## src/hw/i2c_standby_pkg.sv

```systemverilog
// Shared constants and types for the standby I2C target, imported by every RTL module

package i2c_standby_pkg;

  // Fixed target address on the I2C bus
  localparam logic [6:0] TARGET_ADDR = 7'h0c;

  // Width of TTI data words and descriptors
  localparam int TTI_DATA_W = 32;

  // Cycles between a seen SCL fall and an SDA change
  localparam int SCL_HOLD_CYC = 2;

  typedef enum logic [1:0] {
    ACQ_DATA = 2'd0,
    ACQ_STOP = 2'd1
  } acq_kind_e;

  typedef struct packed {
    acq_kind_e  kind;
    logic [7:0] data;
  } acq_entry_t;

  // Byte count sits in the low half of the word
  typedef struct packed {
    logic [14:0] reserved;
    logic        err;
    logic [15:0] byte_count;
  } rx_desc_t;

  typedef struct packed {
    logic [15:0] reserved;
    logic [15:0] byte_count;
  } tx_desc_t;

  typedef enum logic [3:0] {
    IDLE,
    ADDR,
    ADDR_ACK,
    WR_BYTE,
    WR_ACK,
    RD_LOAD,
    RD_BYTE,
    RD_ACK,
    IGNORE
  } tgt_state_e;

endpackage

```

## src/hw/i2c_target_fsm.sv

```systemverilog
// Bit-level I2C target: START/STOP detection, address match, ACK, SCL stretching and shifting
`timescale 1ns/1ps

module i2c_target_fsm
  import i2c_standby_pkg::*;
(
  input  logic       clk_i,
  input  logic       rst_n_i,
  input  logic       enable_i,
  input  logic       scl_i,
  input  logic       sda_i,
  output logic       scl_o,
  output logic       sda_o,
  output logic       acq_valid_o,
  output acq_entry_t acq_entry_o,
  input  logic       acq_ready_i,
  input  logic       tx_byte_valid_i,
  input  logic [7:0] tx_byte_i,
  output logic       tx_byte_ready_o,
  output logic       rd_req_o,
  output logic       rd_end_o
);

  logic [1:0] scl_sync_q;
  logic [1:0] sda_sync_q;
  logic       scl_prev_q;
  logic       sda_prev_q;
  logic       scl_s;
  logic       sda_s;
  logic       scl_rise;
  logic       scl_fall;
  logic       start_det;
  logic       stop_det;

  tgt_state_e state_q;
  logic [3:0] bit_cnt_q;
  logic [7:0] shreg_q;
  logic       wr_xfer_q;
  logic       rd_xfer_q;
  logic       stop_pend_q;
  logic       nack_q;
  logic [1:0] hold_cnt_q;
  logic       sda_next_q;
  logic       sda_q;
  logic       scl_q;
  logic       acq_valid_q;
  acq_entry_t acq_entry_q;
  logic       rd_req_q;
  logic       rd_end_q;

  always_ff @(posedge clk_i) begin
    if (!rst_n_i) begin
      scl_sync_q <= 2'b11;
      sda_sync_q <= 2'b11;
      scl_prev_q <= 1'b1;
      sda_prev_q <= 1'b1;
    end else begin
      scl_sync_q <= {scl_sync_q[0], scl_i};
      sda_sync_q <= {sda_sync_q[0], sda_i};
      scl_prev_q <= scl_sync_q[1];
      sda_prev_q <= sda_sync_q[1];
    end
  end

  assign scl_s     = scl_sync_q[1];
  assign sda_s     = sda_sync_q[1];
  assign scl_rise  = scl_s && !scl_prev_q;
  assign scl_fall  = !scl_s && scl_prev_q;
  // SDA moving while SCL stays high
  assign start_det = scl_s && scl_prev_q && sda_prev_q && !sda_s;
  assign stop_det  = scl_s && scl_prev_q && !sda_prev_q && sda_s;

  always_ff @(posedge clk_i) begin
    if (!rst_n_i) begin
      state_q     <= IDLE;
      bit_cnt_q   <= '0;
      shreg_q     <= '0;
      wr_xfer_q   <= 1'b0;
      rd_xfer_q   <= 1'b0;
      stop_pend_q <= 1'b0;
      nack_q      <= 1'b0;
      hold_cnt_q  <= '0;
      sda_next_q  <= 1'b1;
      sda_q       <= 1'b1;
      scl_q       <= 1'b1;
      acq_valid_q <= 1'b0;
      acq_entry_q <= '0;
      rd_req_q    <= 1'b0;
      rd_end_q    <= 1'b0;
    end else begin
      rd_req_q <= 1'b0;
      rd_end_q <= 1'b0;
      // Delayed SDA update after SCL fall
      if (hold_cnt_q != 2'd0) begin
        hold_cnt_q <= hold_cnt_q - 2'd1;
        if (hold_cnt_q == 2'd1) begin
          sda_q <= sda_next_q;
        end
      end
      if (!scl_q && hold_cnt_q == 2'd0 && state_q != RD_LOAD &&
          !(state_q == WR_BYTE && acq_valid_q)) begin
        scl_q <= 1'b1;
      end
      if (acq_valid_q && acq_ready_i) begin
        acq_valid_q <= 1'b0;
      end else if (!acq_valid_q && stop_pend_q) begin
        acq_valid_q <= 1'b1;
        acq_entry_q <= '{kind: ACQ_STOP, data: 8'h00};
        stop_pend_q <= 1'b0;
      end

      if (!enable_i || start_det || stop_det) begin
        state_q    <= (enable_i && start_det) ? ADDR : IDLE;
        bit_cnt_q  <= '0;
        hold_cnt_q <= '0;
        sda_next_q <= 1'b1;
        sda_q      <= 1'b1;
        scl_q      <= 1'b1;
        wr_xfer_q  <= 1'b0;
        rd_xfer_q  <= 1'b0;
        // Close whichever transfer was open
        if (wr_xfer_q) begin
          stop_pend_q <= 1'b1;
        end
        if (rd_xfer_q) begin
          rd_end_q <= 1'b1;
        end
      end else begin
        case (state_q)
          ADDR, WR_BYTE: begin
            if (scl_rise) begin
              shreg_q   <= {shreg_q[6:0], sda_s};
              bit_cnt_q <= bit_cnt_q + 4'd1;
            end else if (scl_fall && bit_cnt_q == 4'd8) begin
              if (state_q == WR_BYTE) begin
                state_q     <= WR_ACK;
                sda_next_q  <= 1'b0;
                hold_cnt_q  <= 2'(SCL_HOLD_CYC);
                acq_valid_q <= 1'b1;
                acq_entry_q <= '{kind: ACQ_DATA, data: shreg_q};
              end else if (shreg_q[7:1] == TARGET_ADDR) begin
                state_q    <= ADDR_ACK;
                sda_next_q <= 1'b0;
                hold_cnt_q <= 2'(SCL_HOLD_CYC);
                if (shreg_q[0]) begin
                  rd_xfer_q <= 1'b1;
                  rd_req_q  <= 1'b1;
                end else begin
                  wr_xfer_q <= 1'b1;
                end
              end else begin
                state_q <= IGNORE;
              end
            end
          end
          ADDR_ACK: begin
            if (scl_fall) begin
              bit_cnt_q <= '0;
              if (rd_xfer_q) begin
                state_q <= RD_LOAD;
                scl_q   <= 1'b0;
              end else begin
                state_q    <= WR_BYTE;
                sda_next_q <= 1'b1;
                hold_cnt_q <= 2'(SCL_HOLD_CYC);
              end
            end
          end
          WR_ACK: begin
            if (scl_fall) begin
              state_q    <= WR_BYTE;
              bit_cnt_q  <= '0;
              sda_next_q <= 1'b1;
              hold_cnt_q <= 2'(SCL_HOLD_CYC);
              // Byte not yet taken by the flow
              if (acq_valid_q && !acq_ready_i) begin
                scl_q <= 1'b0;
              end
            end
          end
          RD_LOAD: begin
            if (tx_byte_valid_i) begin
              state_q    <= RD_BYTE;
              shreg_q    <= tx_byte_i;
              bit_cnt_q  <= '0;
              sda_next_q <= tx_byte_i[7];
              hold_cnt_q <= 2'(SCL_HOLD_CYC);
            end
          end
          RD_BYTE: begin
            if (scl_rise) begin
              bit_cnt_q <= bit_cnt_q + 4'd1;
            end else if (scl_fall) begin
              hold_cnt_q <= 2'(SCL_HOLD_CYC);
              if (bit_cnt_q == 4'd8) begin
                state_q    <= RD_ACK;
                sda_next_q <= 1'b1;
              end else begin
                sda_next_q <= shreg_q[6];
                shreg_q    <= {shreg_q[6:0], 1'b0};
              end
            end
          end
          RD_ACK: begin
            if (scl_rise) begin
              nack_q <= sda_s;
            end else if (scl_fall) begin
              if (nack_q) begin
                state_q   <= IDLE;
                rd_xfer_q <= 1'b0;
                rd_end_q  <= 1'b1;
              end else begin
                state_q <= RD_LOAD;
                scl_q   <= 1'b0;
              end
            end
          end
          IDLE, IGNORE: begin
            state_q <= state_q;
          end
          default: state_q <= IDLE;
        endcase
      end
    end
  end

  // Open drain, released entirely when disabled
  assign scl_o           = scl_q | !enable_i;
  assign sda_o           = sda_q | !enable_i;
  assign acq_valid_o     = acq_valid_q;
  assign acq_entry_o     = acq_entry_q;
  assign tx_byte_ready_o = enable_i && (state_q == RD_LOAD);
  assign rd_req_o        = rd_req_q;
  assign rd_end_o        = rd_end_q;

endmodule

```

## src/hw/i2c_standby_flow.sv

```systemverilog
// Packs received bytes into TTI RX words and descriptors and unpacks TTI TX words into bytes
`timescale 1ns/1ps

module i2c_standby_flow
  import i2c_standby_pkg::*;
(
  input  logic                  clk_i,
  input  logic                  rst_n_i,
  input  logic                  acq_valid_i,
  input  acq_entry_t            acq_entry_i,
  output logic                  acq_ready_o,
  input  logic                  rd_req_i,
  input  logic                  rd_end_i,
  output logic                  tx_byte_valid_o,
  output logic [7:0]            tx_byte_o,
  input  logic                  tx_byte_ready_i,
  output logic                  rx_data_wvalid_o,
  output logic [TTI_DATA_W-1:0] rx_data_wdata_o,
  input  logic                  rx_data_wready_i,
  output logic                  rx_desc_wvalid_o,
  output rx_desc_t              rx_desc_wdata_o,
  input  logic                  rx_desc_wready_i,
  input  logic                  tx_desc_rvalid_i,
  input  tx_desc_t              tx_desc_rdata_i,
  output logic                  tx_desc_rready_o,
  input  logic                  tx_data_rvalid_i,
  input  logic [TTI_DATA_W-1:0] tx_data_rdata_i,
  output logic                  tx_data_rready_o
);

  logic [TTI_DATA_W-1:0] word_q;
  logic [TTI_DATA_W-1:0] word_next;
  logic [1:0]            byte_idx_q;
  logic [15:0]           byte_cnt_q;
  logic                  cnt_ovf_q;
  logic                  desc_pend_q;
  logic                  acq_fire;

  logic                  rd_active_q;
  logic                  desc_wait_q;
  logic [15:0]           rem_q;
  logic [14:0]           words_left_q;
  logic [TTI_DATA_W-1:0] tx_word_q;
  logic [1:0]            tx_sel_q;
  logic                  need_word;
  logic                  drain;

  // Hold off the target while a queue write is outstanding
  assign acq_ready_o = !rx_data_wvalid_o && !rx_desc_wvalid_o && !desc_pend_q;
  assign acq_fire    = acq_valid_i && acq_ready_o;

  always_comb begin
    word_next = word_q;
    word_next[{byte_idx_q, 3'b000} +: 8] = acq_entry_i.data;
  end

  always_ff @(posedge clk_i) begin
    if (!rst_n_i) begin
      word_q           <= '0;
      byte_idx_q       <= '0;
      byte_cnt_q       <= '0;
      cnt_ovf_q        <= 1'b0;
      desc_pend_q      <= 1'b0;
      rx_data_wvalid_o <= 1'b0;
      rx_data_wdata_o  <= '0;
      rx_desc_wvalid_o <= 1'b0;
      rx_desc_wdata_o  <= '0;
    end else begin
      if (rx_data_wready_i) begin
        rx_data_wvalid_o <= 1'b0;
      end
      if (rx_desc_wready_i) begin
        rx_desc_wvalid_o <= 1'b0;
      end
      // Descriptor only after the last data word is gone
      if (desc_pend_q && !rx_data_wvalid_o) begin
        rx_desc_wvalid_o <= 1'b1;
        desc_pend_q      <= 1'b0;
      end
      if (acq_fire && acq_entry_i.kind == ACQ_DATA) begin
        byte_idx_q <= byte_idx_q + 2'd1;
        if (byte_cnt_q == 16'hffff) begin
          cnt_ovf_q <= 1'b1;
        end else begin
          byte_cnt_q <= byte_cnt_q + 16'd1;
        end
        if (byte_idx_q == 2'd3) begin
          rx_data_wdata_o  <= word_next;
          rx_data_wvalid_o <= 1'b1;
          word_q           <= '0;
        end else begin
          word_q <= word_next;
        end
      end else if (acq_fire) begin
        if (byte_idx_q != 2'd0) begin
          rx_data_wdata_o  <= word_q;
          rx_data_wvalid_o <= 1'b1;
        end
        rx_desc_wdata_o <= '{reserved: '0, err: cnt_ovf_q, byte_count: byte_cnt_q};
        desc_pend_q     <= 1'b1;
        word_q          <= '0;
        byte_idx_q      <= '0;
        byte_cnt_q      <= '0;
        cnt_ovf_q       <= 1'b0;
      end
    end
  end

  // Words left over from an ended read are drained before the next descriptor
  assign need_word = rd_active_q && !desc_wait_q && !tx_byte_valid_o &&
                     rem_q != 16'd0 && tx_sel_q == 2'd0;
  assign drain     = words_left_q != '0 && (!rd_active_q || desc_wait_q);
  assign tx_data_rready_o = (need_word || drain) && tx_data_rvalid_i;
  assign tx_desc_rready_o = desc_wait_q && words_left_q == '0 && tx_desc_rvalid_i;

  always_ff @(posedge clk_i) begin
    if (!rst_n_i) begin
      rd_active_q     <= 1'b0;
      desc_wait_q     <= 1'b0;
      rem_q           <= '0;
      words_left_q    <= '0;
      tx_word_q       <= '0;
      tx_sel_q        <= '0;
      tx_byte_valid_o <= 1'b0;
      tx_byte_o       <= '0;
    end else begin
      if (tx_byte_ready_i) begin
        tx_byte_valid_o <= 1'b0;
      end
      if (tx_desc_rready_o) begin
        rem_q        <= tx_desc_rdata_i.byte_count;
        words_left_q <= 15'((17'(tx_desc_rdata_i.byte_count) + 17'd3) >> 2);
        desc_wait_q  <= 1'b0;
        tx_sel_q     <= '0;
      end
      if (tx_data_rready_o) begin
        words_left_q <= words_left_q - 15'd1;
        tx_word_q    <= tx_data_rdata_i;
      end
      if (rd_active_q && !desc_wait_q && !tx_byte_valid_o) begin
        if (rem_q == 16'd0) begin
          tx_byte_o       <= 8'hff;
          tx_byte_valid_o <= 1'b1;
        end else if (tx_sel_q != 2'd0) begin
          tx_byte_o       <= tx_word_q[{tx_sel_q, 3'b000} +: 8];
          tx_byte_valid_o <= 1'b1;
          tx_sel_q        <= tx_sel_q + 2'd1;
          rem_q           <= rem_q - 16'd1;
        end else if (need_word && tx_data_rvalid_i) begin
          tx_byte_o       <= tx_data_rdata_i[7:0];
          tx_byte_valid_o <= 1'b1;
          tx_sel_q        <= 2'd1;
          rem_q           <= rem_q - 16'd1;
        end
      end
      if (rd_req_i) begin
        rd_active_q     <= 1'b1;
        desc_wait_q     <= 1'b1;
        tx_sel_q        <= '0;
        tx_byte_valid_o <= 1'b0;
      end else if (rd_end_i) begin
        rd_active_q     <= 1'b0;
        tx_sel_q        <= '0;
        tx_byte_valid_o <= 1'b0;
      end
    end
  end

endmodule

```

## src/hw/i2c_standby_top.sv

```systemverilog
// Standby I2C target top level, connecting the bus pins and the TTI queues
`timescale 1ns/1ps

module i2c_standby_top
  import i2c_standby_pkg::*;
(
  input  logic                  clk_i,
  input  logic                  rst_n_i,
  input  logic                  standby_en_i,

  input  logic                  scl_i,
  input  logic                  sda_i,
  output logic                  scl_o,
  output logic                  sda_o,

  // TTI RX data
  output logic                  rx_data_wvalid_o,
  output logic [TTI_DATA_W-1:0] rx_data_wdata_o,
  input  logic                  rx_data_wready_i,
  // TTI RX descriptor
  output logic                  rx_desc_wvalid_o,
  output rx_desc_t              rx_desc_wdata_o,
  input  logic                  rx_desc_wready_i,
  // TTI TX descriptor
  input  logic                  tx_desc_rvalid_i,
  input  tx_desc_t              tx_desc_rdata_i,
  output logic                  tx_desc_rready_o,
  // TTI TX data
  input  logic                  tx_data_rvalid_i,
  input  logic [TTI_DATA_W-1:0] tx_data_rdata_i,
  output logic                  tx_data_rready_o
);

  logic       acq_valid;
  acq_entry_t acq_entry;
  logic       acq_ready;
  logic       tx_byte_valid;
  logic [7:0] tx_byte;
  logic       tx_byte_ready;
  logic       rd_req;
  logic       rd_end;

  i2c_target_fsm u_target (
    .clk_i           (clk_i),
    .rst_n_i         (rst_n_i),
    .enable_i        (standby_en_i),
    .scl_i           (scl_i),
    .sda_i           (sda_i),
    .scl_o           (scl_o),
    .sda_o           (sda_o),
    .acq_valid_o     (acq_valid),
    .acq_entry_o     (acq_entry),
    .acq_ready_i     (acq_ready),
    .tx_byte_valid_i (tx_byte_valid),
    .tx_byte_i       (tx_byte),
    .tx_byte_ready_o (tx_byte_ready),
    .rd_req_o        (rd_req),
    .rd_end_o        (rd_end)
  );

  i2c_standby_flow u_flow (
    .clk_i            (clk_i),
    .rst_n_i          (rst_n_i),
    .acq_valid_i      (acq_valid),
    .acq_entry_i      (acq_entry),
    .acq_ready_o      (acq_ready),
    .rd_req_i         (rd_req),
    .rd_end_i         (rd_end),
    .tx_byte_valid_o  (tx_byte_valid),
    .tx_byte_o        (tx_byte),
    .tx_byte_ready_i  (tx_byte_ready),
    .rx_data_wvalid_o (rx_data_wvalid_o),
    .rx_data_wdata_o  (rx_data_wdata_o),
    .rx_data_wready_i (rx_data_wready_i),
    .rx_desc_wvalid_o (rx_desc_wvalid_o),
    .rx_desc_wdata_o  (rx_desc_wdata_o),
    .rx_desc_wready_i (rx_desc_wready_i),
    .tx_desc_rvalid_i (tx_desc_rvalid_i),
    .tx_desc_rdata_i  (tx_desc_rdata_i),
    .tx_desc_rready_o (tx_desc_rready_o),
    .tx_data_rvalid_i (tx_data_rvalid_i),
    .tx_data_rdata_i  (tx_data_rdata_i),
    .tx_data_rready_o (tx_data_rready_o)
  );

endmodule

```

## config.mk

```make
export PLATFORM = sky130hd
export DESIGN_NAME = i2c_standby_top
export DESIGN_NICKNAME = d
export VERILOG_FILES = /design/src/hw/i2c_standby_pkg.sv /design/src/hw/i2c_target_fsm.sv /design/src/hw/i2c_standby_flow.sv /design/src/hw/i2c_standby_top.sv
export SDC_FILE = /design/constraint.sdc
export NUM_CORES = 1
export LEC_CHECK = 0
export BUFFER_PORTS_ARGS = -buffer_cell sky130_fd_sc_hd__buf_2
export CORE_MARGIN = 2
export CORE_UTILIZATION = 63
export CTS_CLUSTER_SIZE = 30
export DETAILED_ROUTE_END_ITERATION = 8
export GPL_TIMING_DRIVEN = 0
export PLACE_DENSITY_LB_ADDON = 0.12
export SLEW_MARGIN = 0
export SYNTH_ARGS = -nofsm -noshare
export SYNTH_HDL_FRONTEND = slang
export SYNTH_SLANG_ARGS = --single-unit
export TNS_END_PERCENT = 50
```

## constraint.sdc

```tcl
create_clock -name clk_i -period 6.23 [get_ports clk_i]
set_input_delay 1.869 -clock clk_i [delete_from_list [all_inputs] [get_ports clk_i]]
set_output_delay 1.869 -clock clk_i [all_outputs]
set_load 0.1 [all_outputs]
```

==> metrics <==
outcome=finished clean; Routed Antenna Nets=0; ratio of cells with drive above 1 in the final layout=15.7%; top-count cell post-synth=dfxtp_1; Via density=roughly 6.0; dpl cells=1,714; Fin Setup TNS=0 ns; # DRC=0; pin slew with the least headroom to its limit=~1.1 ns; Post-Layout Cell Count=between 1,500 and 2,000; max-slew violations=0; Top-Level Pins=approximately 140; clock latency on the worst-skew pair=~0.53 ns; Post-synth EDFFs=0; Finished Cell Area=12,700 um^2; routed len/inst=~17 um; CTS buffer count=24; asr flop ratio synth=0%; clk root buf=clkbuf_16; clock sink count=between 200 and 250; first-pass GRT wire length=around 47 mm; final hold vios=0; maximum clock path buffer count=3; die height=about 140 um; initial DRC count=about 950; die width=roughly 140 um; min-delay worst type=flop to flop; Mean Syn Cell Area=about 8 um^2; DRT Pass-1 Iters=5; Placed Area=roughly 12,000 um^2; CTS tree=yes; Worst Setup Start Kind=primary input; Slew headroom=between 20% and 30%; routability cong.=around 0.94; final net count=1,602; global route total overflow=0; cell family with most CP delay=buffers and inverters; skew final=0.0226 ns; crit path kind=primary input to output port; Fin Hold WS=just over 0.4 ns; synth top area cells=dfxtp_1 (41%), a21oi_1 (9.4%), nor2_1 (7.0%); most frequent CP cell=buf_2; multi-input logic area=5900 um^2; # diodes=0; Final setup viols=0; CTS H-tree depth=1; Pwr Total=3.87 mW; core box area=17,100 um^2; crit-path max cell delay=about 0.45 ns; filler cell count=1,332; Vias=roughly 11,000; Max VDD drop=between 200 and 250 uV; cts hold-fix bufs=0; RSZ-0062 raised after global routing=no; synth cell count leaders=dfxtp_1 (223), a21oi_1 (205), nor2_1 (203), nand2_1 (190), a211oi_1 (49); pre-CTS setup slack=around 1.0 ns; Post-DP HPWL=20.3 mm; Post-CTS Setup Inserts=0; Area Growth Syn to Fin=16.4%; area leader, netlist=dfxtp_1; top_reg_cell synth=dfxtp_1; Mapped Area=approximately 11,000 um^2; library cells used by synthesis=94; die area=around 18,000 um^2; final core occ=between 70% and 80%; Seq/Total Area, Yosys=40.9%; Starting Density=a little under two thirds; Buf+Inv Stages, Crit Path=4; vias in the first global route=around 9,400; leakage power=between 4 and 5 nW; WP data required=about 4.4 ns; Yosys top cell area share=40.9%; number of buffers added on ports=110; cts repair resizes=0; Slowest-stage cell, CP=buf_2; Clock transition at path regs=about 0.05 ns; Final WS setup=about 1 ns; synth warn=0; #FFs+latches synth=between 200 and 250; part of the cycle the worst path needs=roughly 84%; max-cap violation count=0; Worst setup EP type=output port; All-Layer GR Usage=about a third; Max Clock Freq=192 MHz; Critical Path AT=approximately 3.4 ns; Syn Inst Count=about 1,400; Final Critical Period=~5.2 ns; initial antenna violation count=0; Seq. cell area=about 4500 um^2; Cell Chain, Critical Path=buf_2, nand2_1, nor2_4, o21ai_4, and2_4, inv_2, buf_2, buf_2; # rows=48; final WL=between 20 and 30 mm; CP max FO=10; largest net degree at the start of global routing=15; pwr/cell area=roughly 300 nW/um^2
==> cell type report <==
type / instances / area share (%)
Tap cell: 225 / 2.22
Inverter: 25 / 0.740
Sequential cell: 223 / 35.2
Timing Repair Buffer: 110 / 4.34
Buffer: 94 / 3.89
Clock inverter: 11 / 1.62
Multi-Input combinational cell: 1037 / 46.5
Clock buffer: 33 / 5.47
==> layer usage <==
layer	GRT usage [%]	up-vias	routed length [um]	part of all wire, %
li1	-	5091	-	-
met1	45.0	4911	12700	44
met2	49.4	498	13100	45
met3	4.64	63	2520	8.6
met4	9.90	0	779	2.7
met5	0	-	0	0
==> cells by family after synthesis <==
kind of cell	synth area share, %
flip-flops	40.9
AO/OA/AOI/OAI	21.3
buffers and inverters	5.38
XOR/XNOR	2.41
other	0.0344
adder cells (fa/ha/maj)	1.61
AND/OR/NAND/NOR	25.5
multiplexers	2.80
==> state kept, by name, indices dropped and copies added, names as in the netlist, 4 cells and up <==
| name | count |
|---|---|
| u_flow.tx_byte_o | 8 |
| u_target.bit_cnt_q | 4 |
| u_flow.word_q | 32 |
| u_target.acq_entry_o | 10 |
| u_flow.rx_desc_wdata_o | 17 |
| u_target.state_q | 4 |
| u_target.shreg_q | 8 |
| u_flow.rx_data_wdata_o | 32 |
| u_flow.byte_cnt_q | 16 |
| u_flow.tx_word_q | 32 |
| u_flow.rem_q | 16 |
| u_flow.words_left_q | 15 |
==> worst reg2reg max path, delay by kind of cell, from the launching register on <==
family / cells / cell delay, ns
and+or+nand+nor: 2 / 0.42
adders and majority gates: 1 / 0.23
buffers and inverters: 4 / 0.98
DFF: 1 / 0.30
AOI/OAI and AO/OA: 3 / 0.73
==> power breakdown <==
part / internal [mW] / switching, mW / leakage, nW / total, mW
Combinational: 0.250 / 0.432 / 2.54 / 0.683
Clock: 0.992 / 0.599 / 0.430 / 1.59
Sequential: 1.52 / 0.0740 / 1.80 / 1.60
Total: 2.76 / 1.11 / 4.77 / 3.87
==> cells in the final DEF, fill, tap and decap left out, drive strengths merged, types with 14 or more instances in the layout <==
| cell type | Yosys | routed |
|---|---|---|
| o21ai | 32 | 32 |
| xor2 | 15 | 15 |
| ha | 14 | 14 |
| nor2b | 40 | 40 |
| dfxtp | 223 | 223 |
| a21oi | 206 | 206 |
| nand2 | 190 | 190 |
| xnor2 | 15 | 15 |
| buf | 53 | 163 |
| nor2 | 205 | 205 |
| inv | 24 | 25 |
| a211oi | 49 | 49 |
| nor3 | 17 | 17 |
| clkbuf | 41 | 74 |
| nand2b | 21 | 21 |
| nand3 | 32 | 32 |
| conb | 1 | 15 |
==> worst paths after layout <==
path	from	end	slack (ns)	depth (start not counted)
max	tx_data_rvalid_i	tx_data_rready_o	1.01	8
min	u_target.sda_sync_q[0]	u_target.sda_sync_q[1]	0.40	1
max reg2reg	u_flow.tx_sel_q[1]	u_flow.rem_q[3]	3.41	10
min reg2reg	u_target.sda_sync_q[0]	u_target.sda_sync_q[1]	0.40	1
Note: power is estimated with default switching activity, not from simulation.
